`config.mk`:
```
export PLATFORM = sky130hd
export DESIGN_NAME = sobel_edge_top
export DESIGN_NICKNAME = d
export VERILOG_FILES = /design/src/verilog/sobel_pkg.sv /design/src/verilog/grad_conv.sv /design/src/verilog/grad_magnitude.sv /design/src/verilog/line_window.sv /design/src/verilog/sobel_edge_top.sv
export VERILOG_INCLUDE_DIRS = /design/src /design/src/verilog
export SDC_FILE = /design/constraint.sdc
export NUM_CORES = 1
export LEC_CHECK = 0
export BUFFER_PORTS_ARGS = -buffer_cell sky130_fd_sc_hd__buf_4
export CORE_AREA = 4 4 232 234
export CTS_BUF_LIST = sky130_fd_sc_hd__clkbuf_16
export DETAILED_ROUTE_END_ITERATION = 7
export DIE_AREA = 0 0 236 238
export HOLD_SLACK_MARGIN = 0.15
export PLACE_DENSITY = 0.76
export SYNTH_ARGS = -nofsm -noshare
export SYNTH_HDL_FRONTEND = slang
export SYNTH_SLANG_ARGS = --single-unit
```
`constraint.sdc`:
```
create_clock -name clk -period 16.25 [get_ports clk]
set_input_delay 0.8125 -clock clk [delete_from_list [all_inputs] [get_ports clk]]
set_output_delay 0.8125 -clock clk [all_outputs]
set_load 0.01 [all_outputs]
```
`src/verilog/sobel_macros.svh`:
```
`ifndef SOBEL_MACROS_SVH
`define SOBEL_MACROS_SVH

// ----------------------------------------
// frame geometry
// ----------------------------------------

// pixels in one image row.
`define SOBEL_IMG_WIDTH 32

// rows in one frame.
`define SOBEL_IMG_HEIGHT 32

// ----------------------------------------
// pixel format
// ----------------------------------------

// greyscale pixels are unsigned.
`define SOBEL_PIX_W 8

`endif

```
`src/verilog/sobel_pkg.sv`:
```
`include "sobel_macros.svh"

package sobel_pkg;

	typedef logic [`SOBEL_PIX_W-1:0] pixel_t;

	// one window row, oldest pixel on the left.
	typedef struct packed {
		pixel_t left;
		pixel_t mid;
		pixel_t right;
	} win_row_t;

	// top row is two rows above the newest pixel.
	typedef struct packed {
		win_row_t top;
		win_row_t mid;
		win_row_t bot;
	} window_t;

	typedef struct packed {
		logic valid;
		logic last;     // final neighbourhood of the frame.
		window_t window;
	} win_beat_t;

	typedef logic signed [10:0] grad_t;   // holds -1020 to 1020.

	typedef struct packed {
		logic valid;
		logic last;
		grad_t value;
	} grad_beat_t;

	typedef struct packed {
		grad_t gx;
		grad_t gy;
		logic [7:0] magnitude;
		logic is_edge;
	} edge_result_t;

	typedef enum logic {IDLE, PROCESSING} frame_state_t;

	typedef enum logic {KERNEL_X, KERNEL_Y} kernel_sel_t;

endpackage
```
`src/verilog/grad_conv.sv`:
```
module grad_conv import sobel_pkg::*; #(
	parameter kernel_sel_t kernel = KERNEL_X
) (
	input logic clk,
	input logic rst,
	input win_beat_t win,
	output grad_beat_t grad
);

	typedef logic signed [9:0] prod_t;   // one pixel times a weight of at most 2.

	pixel_t [0:2][0:2] taps;
	prod_t prod [3][3];
	grad_t row_sum [3];
	grad_t total;
	logic valid1, valid2, valid3;
	logic last1, last2, last3;

	// sobel weight at row r and column c, both counted from the top left.
	function automatic prod_t weight(int r, int c);
		prod_t w;
		if (kernel == KERNEL_X) begin
			w = prod_t'((c - 1) * ((r == 1) ? 2 : 1));
		end else begin
			w = prod_t'((r - 1) * ((c == 1) ? 2 : 1));
		end
		return w;
	endfunction

	assign taps = win.window;   // taps[0][0] is the top left pixel.

	// ----------------------------------------
	// datapath
	// ----------------------------------------

	always_ff @(posedge clk) begin
		for (int r = 0; r < 3; r++) begin
			for (int c = 0; c < 3; c++) begin
				prod[r][c] <= prod_t'(taps[r][c]) * weight(r, c);
			end
		end
	end

	always_ff @(posedge clk) begin
		for (int r = 0; r < 3; r++) begin
			row_sum[r] <= grad_t'(prod[r][0]) + grad_t'(prod[r][1]) + grad_t'(prod[r][2]);
		end
	end

	// the final sum always fits, so the partial sums may wrap.
	always_ff @(posedge clk) begin
		total <= row_sum[0] + row_sum[1] + row_sum[2];
	end

	// ----------------------------------------
	// qualifiers
	// ----------------------------------------

	always_ff @(posedge clk) begin
		if (rst) begin
			valid1 <= 1'b0;
			valid2 <= 1'b0;
			valid3 <= 1'b0;
			last1 <= 1'b0;
			last2 <= 1'b0;
			last3 <= 1'b0;
		end else begin
			valid1 <= win.valid;
			valid2 <= valid1;
			valid3 <= valid2;
			last1 <= win.last;
			last2 <= last1;
			last3 <= last2;
		end
	end

	assign grad = '{valid: valid3, last: last3, value: total};

endmodule

```
`src/verilog/grad_magnitude.sv`:
```
module grad_magnitude import sobel_pkg::*; (
	input logic clk,
	input logic rst,
	input grad_beat_t gx_beat,
	input grad_beat_t gy_beat,
	input logic [10:0] threshold,
	output edge_result_t result,
	output logic result_valid,
	output logic done
);

	logic [10:0] abs_x;
	logic [10:0] abs_y;
	logic [10:0] abs_sum;   // at most 2040.
	logic [7:0] mag_sat;
	logic edge_hit;

	assign abs_x = gx_beat.value[10] ? 11'(-gx_beat.value) : 11'(gx_beat.value);
	assign abs_y = gy_beat.value[10] ? 11'(-gy_beat.value) : 11'(gy_beat.value);
	assign abs_sum = abs_x + abs_y;

	assign mag_sat = (abs_sum > 11'd255) ? 8'hff : abs_sum[7:0];

	// the threshold sees the full sum and not the clipped one.
	assign edge_hit = (abs_sum >= threshold);

	// ----------------------------------------
	// output register
	// ----------------------------------------

	always_ff @(posedge clk) begin
		if (gx_beat.valid) begin
			result.gx <= gx_beat.value;
			result.gy <= gy_beat.value;
			result.magnitude <= mag_sat;
			result.is_edge <= edge_hit;
		end
	end

	// both convolvers have equal latency so the x qualifiers stand for both.
	always_ff @(posedge clk) begin
		if (rst) begin
			result_valid <= 1'b0;
			done <= 1'b0;
		end else begin
			result_valid <= gx_beat.valid;
			done <= gx_beat.valid && gx_beat.last;
		end
	end

endmodule

```
`src/verilog/line_window.sv`:
```
`include "sobel_macros.svh"

module line_window import sobel_pkg::*; (
	input logic clk,
	input logic rst,
	input logic start,
	input logic pixel_valid,
	input pixel_t pixel_in,
	output win_beat_t win,
	output logic busy
);

	localparam int W = `SOBEL_IMG_WIDTH;
	localparam int H = `SOBEL_IMG_HEIGHT;
	localparam int XW = $clog2(W);
	localparam int YW = $clog2(H);

	frame_state_t state;
	frame_state_t state_next;
	logic [XW-1:0] cnt_x;
	logic [YW-1:0] cnt_y;
	logic accept;
	logic row_end;
	logic frame_end;

	pixel_t row_buf1 [W];   // previous row.
	pixel_t row_buf2 [W];   // row before that.
	pixel_t above1;
	pixel_t above2;

	function automatic win_row_t shift_row(win_row_t row, pixel_t px);
		win_row_t shifted;
		shifted.left = row.mid;
		shifted.mid = row.right;
		shifted.right = px;
		return shifted;
	endfunction

	// ----------------------------------------
	// frame control
	// ----------------------------------------

	assign accept = (state == PROCESSING) && pixel_valid;
	assign row_end = (cnt_x == XW'(W - 1));
	assign frame_end = row_end && (cnt_y == YW'(H - 1));
	assign busy = (state == PROCESSING);

	always_comb begin
		state_next = state;
		case (state)
			IDLE: if (start) state_next = PROCESSING;
			PROCESSING: if (accept && frame_end) state_next = IDLE;
			default: state_next = IDLE;
		endcase
	end

	always_ff @(posedge clk) begin
		if (rst) begin
			state <= IDLE;
		end else begin
			state <= state_next;
		end
	end

	// the counters wrap to zero on the last pixel so each frame starts clean.
	always_ff @(posedge clk) begin
		if (rst) begin
			cnt_x <= '0;
			cnt_y <= '0;
		end else if (accept) begin
			if (row_end) begin
				cnt_x <= '0;
				cnt_y <= frame_end ? '0 : cnt_y + 1'b1;
			end else begin
				cnt_x <= cnt_x + 1'b1;
			end
		end
	end

	// ----------------------------------------
	// row buffers
	// ----------------------------------------

	// each buffer is a full row deep, so its output is the same column one row up.
	assign above1 = row_buf1[W-1];
	assign above2 = row_buf2[W-1];

	always_ff @(posedge clk) begin
		if (rst) begin
			for (int i = 0; i < W; i++) begin
				row_buf1[i] <= '0;
				row_buf2[i] <= '0;
			end
		end else if (accept) begin
			row_buf1[0] <= pixel_in;
			row_buf2[0] <= above1;   // second buffer is fed by the first.
			for (int i = 1; i < W; i++) begin
				row_buf1[i] <= row_buf1[i-1];
				row_buf2[i] <= row_buf2[i-1];
			end
		end
	end

	// ----------------------------------------
	// 3x3 window
	// ----------------------------------------

	always_ff @(posedge clk) begin
		if (rst) begin
			win <= '0;
		end else begin
			win.valid <= accept && (cnt_x >= 2) && (cnt_y >= 2);   // interior centres only.
			win.last <= accept && frame_end;
			if (accept) begin
				win.window.top <= shift_row(win.window.top, above2);
				win.window.mid <= shift_row(win.window.mid, above1);
				win.window.bot <= shift_row(win.window.bot, pixel_in);
			end
		end
	end

endmodule

```
`src/verilog/sobel_edge_top.sv`:
```
module sobel_edge_top import sobel_pkg::*; (
	input logic clk,
	input logic rst,
	input logic start,
	input logic pixel_valid,
	input pixel_t pixel_in,
	input logic [10:0] threshold,
	output edge_result_t result,
	output logic result_valid,
	output logic done,
	output logic busy
);

	win_beat_t win;
	grad_beat_t gx_beat;
	grad_beat_t gy_beat;

	line_window u_line_window (
		.clk(clk),
		.rst(rst),
		.start(start),
		.pixel_valid(pixel_valid),
		.pixel_in(pixel_in),
		.win(win),
		.busy(busy)
	);

	// both convolvers read the same window beat.
	grad_conv #(.kernel(KERNEL_X)) grad_x (
		.clk(clk),
		.rst(rst),
		.win(win),
		.grad(gx_beat)
	);

	grad_conv #(.kernel(KERNEL_Y)) grad_y (
		.clk(clk),
		.rst(rst),
		.win(win),
		.grad(gy_beat)
	);

	grad_magnitude u_grad_magnitude (
		.clk(clk),
		.rst(rst),
		.gx_beat(gx_beat),
		.gy_beat(gy_beat),
		.threshold(threshold),
		.result(result),
		.result_valid(result_valid),
		.done(done)
	);

endmodule

```
==> impl_metrics.env, run 1 <==
export IMPL_vias_per_cell=5.23
export IMPL_drive_above_1_share_pct=7.61
export IMPL_synth_edf_count=542
export IMPL_fin_tns_setup_ns=0
export IMPL_die_h_um=238
export IMPL_vias=16100
export IMPL_antenna_found_initial=0
export IMPL_cts_sinks=793
export IMPL_postCtsSetupBuffers=0
export IMPL_synth_yosys_seq_area_share_pct=68.9
export IMPL_grt_pass1_wl_mm=79.2
export IMPL_switching_share_pct=22.7
export IMPL_clk_pin_slew_ns=0.06
export IMPL_drv_slew=0
export IMPL_clock_latency_ns=0.62
export IMPL_max_freq_mhz=252
export IMPL_irDropWorstVdd_mv=0.0978
export IMPL_drv_cap=0
export IMPL_crit_family="compound AO/OA/AOI/OAI gates"
export IMPL_endpoint_kind="register"
export IMPL_cts_tree="done"
export IMPL_wl_met1_mm=22.4
export IMPL_cts_buffer_depth=3
export IMPL_num_io_pins=57
export IMPL_fin_skew_ns=0.0192
export IMPL_postSynth_asyncResetShare_pct=0
export IMPL_yosys_area_top_type="edfxtp_1"
export IMPL_hp_start="u_line_window.win[31]$_SDFFE_PP0P_"
export IMPL_place_hpwl_mm=28.4
export IMPL_cp_cell_sequence="inv_1, ha_1, nand2_1, o21a_1, inv_1, ha_1, a211oi_1, o21bai_1, a21o_1, a31oi_1, xor2_1, inv_1, ha_1, a21o_1, a221oi_1, a21oi_1, a211o_1"
export IMPL_rows=84
export IMPL_path_class="register to register"
export IMPL_ys_seq_elements=793
export IMPL_post_place_ws_ns=12.25
export IMPL_min_path_type="register to register"
export IMPL_max_slew_margin_rel_pct=23.3
export IMPL_start_kind="register"
export IMPL_drt_iter0_markers=994
export IMPL_crit_path_max_fanout=6
export IMPL_p_total_uw=4310
export IMPL_p_seq_share_pct=54.5
export IMPL_grt_max_degree=190
export IMPL_yosys_area_top_type_share_pct=52.6
export IMPL_portBuffers=56
export IMPL_ys_types=57
export IMPL_synthSimpleGateAreaFrac_pct=15.6
export IMPL_setup_ws_ns=12.28
export IMPL_postRouteAntennaNets=0
export IMPL_fin_util_pct=65.8
export IMPL_cts_root_buf="clkbuf_16"
export IMPL_start_util_pct=59.4
export IMPL_wl_met3_mm=1.86
export IMPL_hold_violations=0
export IMPL_grt_pass1_vias=15800
export IMPL_min_period_ns=3.97
export IMPL_cpPeakStageDelay_ns=0.45
export IMPL_synthAdderAreaFrac_pct=6.22
export IMPL_finalNetCount=2490
export IMPL_numCtsBuffers=76
export IMPL_htree_levels=3
export IMPL_crit_required_ns=16.61
export IMPL_post_route_drc_count=0
export IMPL_arrival_ns=4.33
export IMPL_yosys_mux_area_fraction_pct=0
export IMPL_insertedDiodeCount=0
export IMPL_cts_resized=0
export IMPL_crit_slowest_cell="dfxtp_1"
export IMPL_post_route_period_util_pct=24.4
export IMPL_synth_xor_area_share_pct=2.97
export IMPL_overflow=0
export IMPL_tightest_slew_ns=1.15
export IMPL_power_internal_uw=3330
export IMPL_highest_layer="met4"
export IMPL_p_per_area_nw_per_um2=126
export IMPL_fp_coreArea_um2=52000
export IMPL_syn_area_per_cell_um2=13.6
export IMPL_synth_top_family_by_area="simple AND/OR/NAND/NOR gates"
export IMPL_syn_inst=2271
export IMPL_synth_nets=2428
export IMPL_reg2reg_from="grad_y.total[0]$_DFF_P_"
export IMPL_grtUsageTotal_pct=17.0
export IMPL_yosysWarnings=0
export IMPL_routed_wl_mm=47.5
export IMPL_die_width_um=236
export IMPL_grt_setup_unrepaired="no"
export IMPL_synth_compound_area_share_pct=4.30
export IMPL_synthFlopType="edfxtp_1"
export IMPL_syn_area_um2=30900
export IMPL_setup_violations=0
export IMPL_critical_path_startpoint="grad_y.total[0]$_DFF_P_"
export IMPL_status="finished clean"
export IMPL_synthTopCellsByArea="edfxtp_1 53%, dfxtp_1 16%, and2_1 5.9%, nor2b_1 5.0%, ha_1 4.1%"
export IMPL_cts_hold_buf=0
export IMPL_power_frac_comb_pct=8.4
export IMPL_critPathBufInv=3
export IMPL_power_leakage_uw=0.0137
export IMPL_route_met2_wl_mm=22.0
export IMPL_syn_to_final_growth_pct=10.8
export IMPL_wire_per_inst_um=15.4
export IMPL_dieArea_um2=56200
export IMPL_drt_pass1_iter_count=5
export IMPL_pwr_share_clk_pct=37.1
export IMPL_gp_congestion=0.831
export IMPL_switchingPower_uw=979
==> Yosys cell counts, types with 2 or more instances <==
cell type    n
xnor2_1     82
o21bai_1     3
o21ai_0     32
edfxtp_1   542
a221oi_1     2
a21oi_1     97
nand4_1      3
nand3b_1     5
nor4_1       5
buf_1        3
o31ai_1      7
nor2b_1    247
nor2_1      55
nor4b_1      3
o31a_1       3
fa_1        33
ha_1       101
a31oi_1      4
inv_1       79
a211oi_1     5
dfxtp_1    251
nand2b_1     8
and3_1       9
nand2_1    162
a211o_1      2
o211a_1      2
a21o_1      32
a2bb2oi_1    2
nand3_1     12
o211ai_1     3
o41ai_1      3
nor3_1      35
or2_2        7
clkbuf_1    78
xor2_1      23
or4_1       10
and2_1     291
o21a_1       5
a21boi_0     3
o311ai_0     2
or3_1        4
==> layout make-up <==
cell class                      instances  area (um2)
Sequential cell                       793       21300
Fill cell                            3619       17800
Multi-Input combinational cell       1316        9010
Clock buffer                           76        1900
Tap cell                              688         861
Timing Repair Buffer                   67         522
Clock inverter                         60         344
Inverter                               79         304
==> per-layer routing <==
layer | vias to the layer above | track usage, %
met5 | - | 0
met4 | 0 | 5.20
met3 | 93 | 3.47
met2 | 250 | 26.6
met1 | 7817 | 24.7
li1 | 7938 | -
==> state kept, by name, summed over array words and instances, names as in the netlist <==
name / count
u_line_window.busy: 1
grad_x.valid1: 1
grad_y.row_sum: 19
u_grad_magnitude.result_valid: 1
grad_x.valid2: 1
grad_y.prod: 53
u_line_window.row_buf1: 256
grad_x.row_sum: 32
grad_x.last1: 1
grad_y.total: 11
grad_x.last3: 1
grad_x.last2: 1
grad_x.total: 10
u_line_window.cnt_y: 5
grad_x.prod: 33
u_grad_magnitude.result: 30
u_line_window.win: 74
u_line_window.cnt_x: 5
u_line_window.row_buf2: 256
u_grad_magnitude.done: 1
grad_x.valid3: 1
==> cells by family (layout without fill, tap and decap cells) <==
group / after synthesis / in the layout
xor gates and xnor gates: 105 / 105
DFF: 793 / 793
AOI/OAI and AO/OA: 216 / 216
adders and majority gates: 134 / 134
and+or+nand+nor: 861 / 861
buffers and inverters: 162 / 282
==> worst reg2reg max path, delay by kind of cell, from the launching register on <==
kind,cells,cell delay [ns]
AOI/OAI and AO/OA,9,1.75
xor gates and xnor gates,1,0.23
adders and majority gates,3,0.92
buffers and inverters,3,0.30
DFF,1,0.45
and+or+nand+nor,1,0.07
==> per-stage QoR <==
step / cells / area [um2] / hold WS (ns)
6_report: 3079 / 34200 / 0.366
5_1_grt: 3079 / 34200 / 0.373
4_1_cts: 3079 / 34200 / 0.367
3_5_place_dp: 2943 / 32000 / 0.358
3_3_place_gp: 2943 / 32000 / 0.358
2_1_floorplan: 2271 / 30900 / 0.351
==> layout by cell type, fill, tap and decap left out, types with 10 or more instances in the layout <==
master / instances
o21ai_0: 32
nand2_1: 161
or4_1: 10
and2_1: 290
inv_1: 98
fa_1: 33
nor2_1: 54
a21o_1: 32
dfxtp_1: 251
buf_4: 65
nor2b_1: 247
clkinv_2: 10
xor2_1: 23
edfxtp_1: 542
nand3_1: 12
xnor2_1: 82
clkinv_1: 17
ha_1: 101
clkbuf_16: 76
a21oi_1: 97
nor3_1: 35
==> final timing paths <==
check	slack (ns)	endpoint	depth (start not counted)
worst min-delay path	0.37	grad_x.prod[1][8]$_DFF_P_	0
worst max register to register	12.28	u_grad_magnitude.result[0]$_DFFE_PP_	17
worst max-delay path	12.28	u_grad_magnitude.result[0]$_DFFE_PP_	17
worst min register to register	0.37	grad_x.prod[1][8]$_DFF_P_	0
==> power groups by stage <==
stage               Clock, uW  Sequential (uW)  Combinational (uW)
finish                   1600             2350                 362
global route             1730             2360                 412
CTS                      1640             2350                 364
detailed placement          0             2390                 362
global placement            0             2390                 348
floorplan                   0             2400                 288
Note: power is estimated with default switching activity, not from simulation.
==> inputs of run 2 (changes only) <==
==> constraint.sdc (replaced) <==
create_clock -name clk -period 3.7 [get_ports clk]
set_input_delay 0.185 -clock clk [delete_from_list [all_inputs] [get_ports clk]]
set_output_delay 0.185 -clock clk [all_outputs]
set_load 0.01 [all_outputs]
==> run 2 against run 1 <==
- count of clock-buffer cells in the layout grew 9
- clock power grew to 4.7 times the previous value
- cell area grew 2.1%
- flip-flop and latch count is the same
- setup slack lost 12 ns
- largest power group unchanged
==> impl_metrics.env, run 2 (synthesis gave the netlist of run 1 again) <==
export IMPL_pwr_share_clk_pct=38.2
export IMPL_overflow=0
export IMPL_switchingPower_uw=4530
export IMPL_reg2reg_from="grad_x.total[1]$_DFF_P_"
export IMPL_critical_path_startpoint="grad_x.total[1]$_DFF_P_"
export IMPL_num_io_pins=57
export IMPL_fin_area_um2=35000
export IMPL_power_internal_uw=15200
export IMPL_hold_violations=0
export IMPL_routed_wl_mm=49.2
export IMPL_arrival_ns=3.99
export IMPL_fin_util_pct=67.2
export IMPL_insertedDiodeCount=0
export IMPL_fp_coreArea_um2=52000
export IMPL_vias_per_cell=5.24
export IMPL_grt_pass1_wl_mm=81.7
export IMPL_grt_pass1_vias=16300
export IMPL_power_frac_comb_pct=9.5
export IMPL_endpoint="u_grad_magnitude.result[0]$_DFFE_PP_"
export IMPL_drv_cap=0
export IMPL_path_class="register to register"
export IMPL_cts_root_buf="clkbuf_16"
export IMPL_worstRegToRegCells=16
export IMPL_vias=16400
export IMPL_p_per_area_nw_per_um2=563
export IMPL_place_hpwl_mm=29.8
export IMPL_p_seq_share_pct=52.3
export IMPL_whs_ns=0.284
export IMPL_antenna_found_initial=3
export IMPL_min_period_ns=3.63
export IMPL_start_kind="register"
export IMPL_clock_latency_ns=0.62
export IMPL_clk_pin_slew_ns=0.06
export IMPL_drt_pass1_iter_count=5
export IMPL_crit_path_max_fanout=4
export IMPL_htree_levels=3
export IMPL_critical_path_reg2reg_endpoint="u_grad_magnitude.result[0]$_DFFE_PP_"
export IMPL_switching_share_pct=23.0
export IMPL_cts_sinks=793
export IMPL_crit_required_ns=4.06
export IMPL_reg_top3="u_line_window.row_buf1: 256 flops, u_line_window.row_buf2: 256 flops, u_line_window.win: 74 flops"
export IMPL_post_route_drc_count=0
export IMPL_fin_skew_ns=0.0229
export IMPL_status="finished clean"
export IMPL_syn_to_final_growth_pct=13.1
export IMPL_drive_above_1_share_pct=9.98
export IMPL_die_h_um=238
export IMPL_dieArea_um2=56200
export IMPL_rows=84
export IMPL_numCtsBuffers=79
export IMPL_endpoint_kind="register"
export IMPL_portBuffers=56
export IMPL_max_freq_mhz=276
export IMPL_finalNetCount=2532
export IMPL_drt_iter0_markers=1030
export IMPL_die_width_um=236
export IMPL_postPlaceCellArea_um2=32200
export IMPL_grt_max_degree=115
export IMPL_start_util_pct=59.4
export IMPL_grtUsageTotal_pct=17.7
export IMPL_min_path_type="input pin to register"
export IMPL_irDropWorstVdd_mv=0.377
export IMPL_postRouteAntennaNets=0
export IMPL_wire_per_inst_um=15.7
export IMPL_tightest_slew_ns=0.927
export IMPL_r2r_setup_slack_ns=0.07
export IMPL_drv_slew=0
export IMPL_cts_buffer_depth=3
export IMPL_post_route_period_util_pct=98.0
export IMPL_power_leakage_uw=0.0140
export IMPL_mostFrequentLayoutCell="edfxtp_1"
export IMPL_cts_tree="done"
export IMPL_gp_congestion=0.804
export IMPL_setup_violations=0
export IMPL_max_slew_margin_rel_pct=38.2
export IMPL_layout_common_cells="542 x edfxtp_1, 290 x and2_1, 247 x dfxtp_1"
-- run 2: cell types whose count changed in the layout (fill, tap and decap cells not counted), moves of 3 or more --
| cell | before | now |
|---|---|---|
| buf_4 | 65 | 85 |
| dlygate4sd3_1 | 0 | 14 |
| clkbuf_16 | 76 | 85 |
| inv_1 | 98 | 90 |
| buf_12 | 1 | 6 |
| dfxtp_1 | 251 | 247 |
| dfxtp_2 | 0 | 4 |
| clkinv_1 | 17 | 20 |
| ha_1 | 101 | 98 |
| o21ai_0 | 32 | 29 |
| xnor2_1 | 82 | 79 |
| xnor2_2 | 0 | 3 |
-- run 2: timing repair --
action / 4_1_cts / 5_1_grt
hold buffers: 14 / 0
pin swaps: 3 / 13
setup buffers: 1 / 2
gates resized for setup: 3 / 27
setup endpoints to repair: 1 / 1
hold endpoints to repair: 78 / 0
-- run 2: worst min path at each step --
stage	from	to	slack, ns	cells past startpoint
after global placement	u_line_window.win[15]$_SDFFE_PP0P_	grad_y.prod[2][17]$_DFF_P_	0.36	0
after CTS	threshold[8]	u_grad_magnitude.result[0]$_DFFE_PP_	0.22	6
after detailed placement	u_line_window.win[10]$_SDFFE_PP0P_	grad_y.prod[2][12]$_DFF_P_	0.36	0
final	threshold[8]	u_grad_magnitude.result[0]$_DFFE_PP_	0.28	6
after floorplan	start	u_line_window.busy$_SDFF_PP0_	0.34	2
after global routing	threshold[8]	u_grad_magnitude.result[0]$_DFFE_PP_	0.28	6
-- run 2: per-layer routing --
layer,up-vias,global-route usage (%),wire length (um)
met5,-,0,14
met4,2,6.34,1190
met3,78,3.49,2250
met2,261,27.7,22900
met1,8000,25.1,22900
li1,8018,-,-
-- run 2: power groups by stage --
stage	registers, uW	logic (uW)	clock network [uW]
after floorplan	10500	1270	0
after global placement	10500	1680	0
after detailed placement	10500	1740	0
after CTS	10300	1780	7720
after global routing	10400	2100	8090
final	10300	1870	7520
-- run 2: through the flow --
stage / total power [uW] / instances / TNS (ns) / setup slack, ns
final: 19700 / 3124 / 0 / 0.0739
after global routing: 20500 / 3124 / -0.0673 / -0.0673
after CTS: 19800 / 3122 / 0 / 0.0402
after detailed placement: 12200 / 2965 / -0.0825 / -0.0825
after global placement: 12100 / 2965 / -0.105 / -0.105
after floorplan: 11800 / 2271 / -2723.00 / -5.32
-- run 2: cell type report --
| class | count | area, um2 |
|---|---|---|
| fill | 3547 | 17100 |
| tap | 688 | 861 |
| clock inverter | 57 | 324 |
| multi-input combinational | 1316 | 9130 |
| clock buffer | 85 | 2130 |
| sequential | 793 | 21300 |
| timing repair buffer | 106 | 913 |
| inverter | 79 | 303 |
-- run 2: critical path, cell delays in order (launching register included) --
cell and delay, ns:
dfxtp_2 0.34, inv_2 0.08, ha_2 0.19, nor2b_2 0.15, nand2_1 0.10, o31ai_2 0.24, xnor2_1 0.24, ha_1 0.36
nor2_2 0.15, nand2_1 0.09, o31ai_1 0.19, o21ba_2 0.21, ha_1 0.31, and3_4 0.20, a221oi_2 0.21, a21oi_1 0.10
a211o_1 0.23
==> inputs of run 3 (changes only) <==
--- a/config.mk
+++ b/config.mk
@@ -6,11 +6,12 @@
 export SDC_FILE = /design/constraint.sdc
 export NUM_CORES = 1
 export LEC_CHECK = 0
+export ABC_AREA = 1
 export BUFFER_PORTS_ARGS = -buffer_cell sky130_fd_sc_hd__buf_4
-export CORE_AREA = 4 4 232 234
+export CORE_AREA = 4 4 236 238
 export CTS_BUF_LIST = sky130_fd_sc_hd__clkbuf_16
 export DETAILED_ROUTE_END_ITERATION = 7
-export DIE_AREA = 0 0 236 238
+export DIE_AREA = 0 0 240 242
 export HOLD_SLACK_MARGIN = 0.15
 export PLACE_DENSITY = 0.76
 export SYNTH_ARGS = -nofsm -noshare
==> run 3 against run 2 <==
- cell area increased by 1.5%
- total power is 2.0% higher
- setup slack improved by 0.29 ns
- clock skew increased by 0.0018 ns
- global-route usage grew 0.59 points
- count of clock-buffer cells in the layout decreased by 4
- die area is 3.4% higher
- clock power up 0.5%
- wire length rose by 5.2%
- non-clock buffer count down 24
- largest cell class unchanged
- highest routed layer is now met4
==> impl_metrics.env, run 3 <==
export IMPL_die_width_um=240
export IMPL_drv_slew=0
export IMPL_multiInputGateArea_um2=7420
export IMPL_drive_above_1_share_pct=6.71
export IMPL_clk_pin_slew_ns=0.07
export IMPL_status="finished clean"
export IMPL_synthFlopType="edfxtp_1"
export IMPL_cts_buffer_depth=3
export IMPL_portBuffers=56
export IMPL_setup_violations=0
export IMPL_path_class="register to register"
export IMPL_cts_resized=0
export IMPL_ys_seq_elements=793
export IMPL_syn_inst=2865
export IMPL_critical_path_startpoint="grad_y.total[0]$_DFF_P_"
export IMPL_routed_wl_mm=51.7
export IMPL_synth_yosys_seq_area_share_pct=66.9
export IMPL_min_path_cells=5
export IMPL_overflow=0
export IMPL_start_kind="register"
export IMPL_cts_tree="done"
export IMPL_postSynth_asyncResetShare_pct=0
export IMPL_fin_skew_ns=0.0247
export IMPL_cts_sinks=793
export IMPL_start_util_pct=59.4
export IMPL_vias_per_cell=4.87
export IMPL_grt_setup_unrepaired="no"
export IMPL_layout_area_seq_um2=21300
export IMPL_synth_common_cells="709 x inv_1, 564 x nor2_1, 542 x edfxtp_1"
export IMPL_wire_per_inst_um=14.0
export IMPL_post_route_period_util_pct=90.0
export IMPL_syn_area_per_cell_um2=11.1
export IMPL_num_io_pins=57
export IMPL_vias=18000
export IMPL_htree_levels=3
export IMPL_worstRegToRegCells=18
export IMPL_grt_pass1_vias=18300
export IMPL_finalNetCount=3107
export IMPL_hp_start="threshold[8]"
export IMPL_grtUsageTotal_pct=18.2
export IMPL_antenna_found_initial=0
export IMPL_grt_pass1_wl_mm=87.9
export IMPL_post_route_drc_count=0
export IMPL_rows=85
export IMPL_min_period_ns=3.33
export IMPL_irDropWorstVdd_mv=0.440
export IMPL_syn_area_um2=31800
export IMPL_yosys_area_top_type="edfxtp_1"
export IMPL_max_slew_margin_rel_pct=39.3
export IMPL_yosysWarnings=0
export IMPL_die_h_um=242
export IMPL_power_leakage_uw=0.0154
export IMPL_ys_types=44
export IMPL_drt_pass1_iter_count=5
export IMPL_synth_nets=3022
export IMPL_hold_violations=0
export IMPL_insertedDiodeCount=0
export IMPL_fp_coreArea_um2=53600
export IMPL_reg_top3="u_line_window.row_buf1: 256 flops, u_line_window.row_buf2: 256 flops, u_line_window.win: 74 flops"
export IMPL_synth_most_common_cell="inv_1"
export IMPL_crit_path_max_fanout=5
export IMPL_arrival_ns=3.77
export IMPL_clock_latency_ns=0.62
export IMPL_critical_path_reg2reg_endpoint="u_grad_magnitude.result[0]$_DFFE_PP_"
export IMPL_synth_edf_count=542
export IMPL_fin_tns_setup_ns=0
export IMPL_drv_cap=0
export IMPL_layout_common_cells="722 x inv_1, 564 x nor2_1, 542 x edfxtp_1"
export IMPL_mostFrequentLayoutCell="inv_1"
export IMPL_postRouteAntennaNets=0
export IMPL_drt_iter0_markers=1190
export IMPL_whs_endpoint="u_grad_magnitude.result[0]$_DFFE_PP_"
export IMPL_synthTopCellsByArea="edfxtp_1 51%, dfxtp_1 16%, inv_1 8.4%, nor2_1 6.7%, ha_1 4.0%"
export IMPL_numCtsBuffers=77
export IMPL_p_per_area_nw_per_um2=566
export IMPL_dieArea_um2=58100
export IMPL_gp_congestion=0.855
export IMPL_cts_root_buf="clkbuf_16"
export IMPL_tightest_slew_ns=0.910
export IMPL_crit_required_ns=4.14
export IMPL_place_hpwl_mm=32.5
export IMPL_min_path_type="input pin to register"
export IMPL_syn_to_final_growth_pct=11.5
export IMPL_yosys_area_top_type_share_pct=51.1
export IMPL_p_total_uw=20100
export IMPL_endpoint_kind="register"
export IMPL_r2r_setup_slack_ns=0.37
export IMPL_n_fill_cell=3855
export IMPL_grt_max_degree=230
export IMPL_max_freq_mhz=300
export IMPL_reg2reg_from="grad_y.total[0]$_DFF_P_"
==> run 3: changes by cell type after synthesis, moves of 27 or more <==
cell and change:
inv_1 +630, a21o_1 -27, xor2_1 +49, nand3_1 +51, nor2_1 +509, xnor2_1 -48, clkbuf_1 -61, o22ai_1 +60
nor2b_1 -247, and2_1 -291, a21oi_1 -39, buf_2 +44
==> run 3: repair_timing <==
| item | 4_1_cts | 5_1_grt |
|---|---|---|
| endpoints found under the setup margin | 0 | 0 |
| hold buffers | 14 | 0 |
| hold endpoints to repair | 37 | 0 |
| buffers inserted | 0 | 0 |
==> run 3: area by class of cell <==
type | count | share of cell area (%)
sequential | 793 | 60.0
multi-input combinational | 1283 | 20.9
inverter | 713 | 7.57
clock buffer | 81 | 5.71
tap | 696 | 2.46
timing repair buffer | 82 | 2.13
clock inverter | 58 | 1.17
==> run 3: how the worst max path moves through the flow <==
stage / end / cells after the start
6_report: u_grad_magnitude.result[0]$_DFFE_PP_ / 18
5_1_grt: u_grad_magnitude.result[0]$_DFFE_PP_ / 18
4_1_cts: u_grad_magnitude.result[0]$_DFFE_PP_ / 18
3_5_place_dp: u_grad_magnitude.result[0]$_DFFE_PP_ / 18
3_3_place_gp: u_grad_magnitude.result[0]$_DFFE_PP_ / 18
2_1_floorplan: u_line_window.row_buf1[0][0]$_SDFFCE_PN0P_ / 3
==> run 3: power by group <==
part | switching (uW) | internal (uW)
Combinational | 1420 | 763
Sequential | 233 | 10100
Clock | 3250 | 4320
Total | 4900 | 15200
==> run 3: layer usage <==
layer / part of all wire, % / global-route usage [%] / vias to the layer above
met5: 0 / 0 / -
met4: 2.9 / 6.65 / 0
met3: 3.4 / 3.03 / 105
met2: 49 / 30.4 / 263
met1: 45 / 24.3 / 8522
li1: - / - / 9151
==> run 3: worst max-delay path, cell delays in order, from the launching register on <==
cell       delay (ns)
dfxtp_1          0.36
inv_1            0.19
ha_1             0.18
inv_1            0.05
nor3_2           0.18
inv_1            0.08
nand2_1          0.07
xor2_1           0.18
ha_1             0.31
a21oi_1          0.24
inv_1            0.10
a21oi_1          0.16
xor2_1           0.28
inv_1            0.08
ha_1             0.27
inv_1            0.04
o31ai_1          0.23
nand2_1          0.07
o2111ai_1        0.07
==> run 3: cells by family (layout without fill, tap and decap cells) <==
group	Yosys count	in the layout	synth area share [%]
AND/OR/NAND/NOR	855	855	10.8
buffers and inverters	789	934	9.79
flip-flops	793	793	66.9
AO/OA/AOI/OAI	188	188	3.49
XOR/XNOR	106	106	2.92
adder cells (fa/ha/maj)	134	134	6.05
==> run 3: per-stage QoR <==
step           util (%)  setup slack (ns)  instances  hold slack [ns]  instance area (um2)
2_1_floorplan         -            0.0215       2865            0.314                31800
3_3_place_gp       61.4             0.313       3553            0.334                32900
4_1_cts            66.2             0.333       3706            0.158                35500
6_report           66.2             0.368       3706            0.193                35500
3_5_place_dp       61.4             0.356       3553            0.337                32900
5_1_grt            66.2            0.0256       3706            0.249                35500
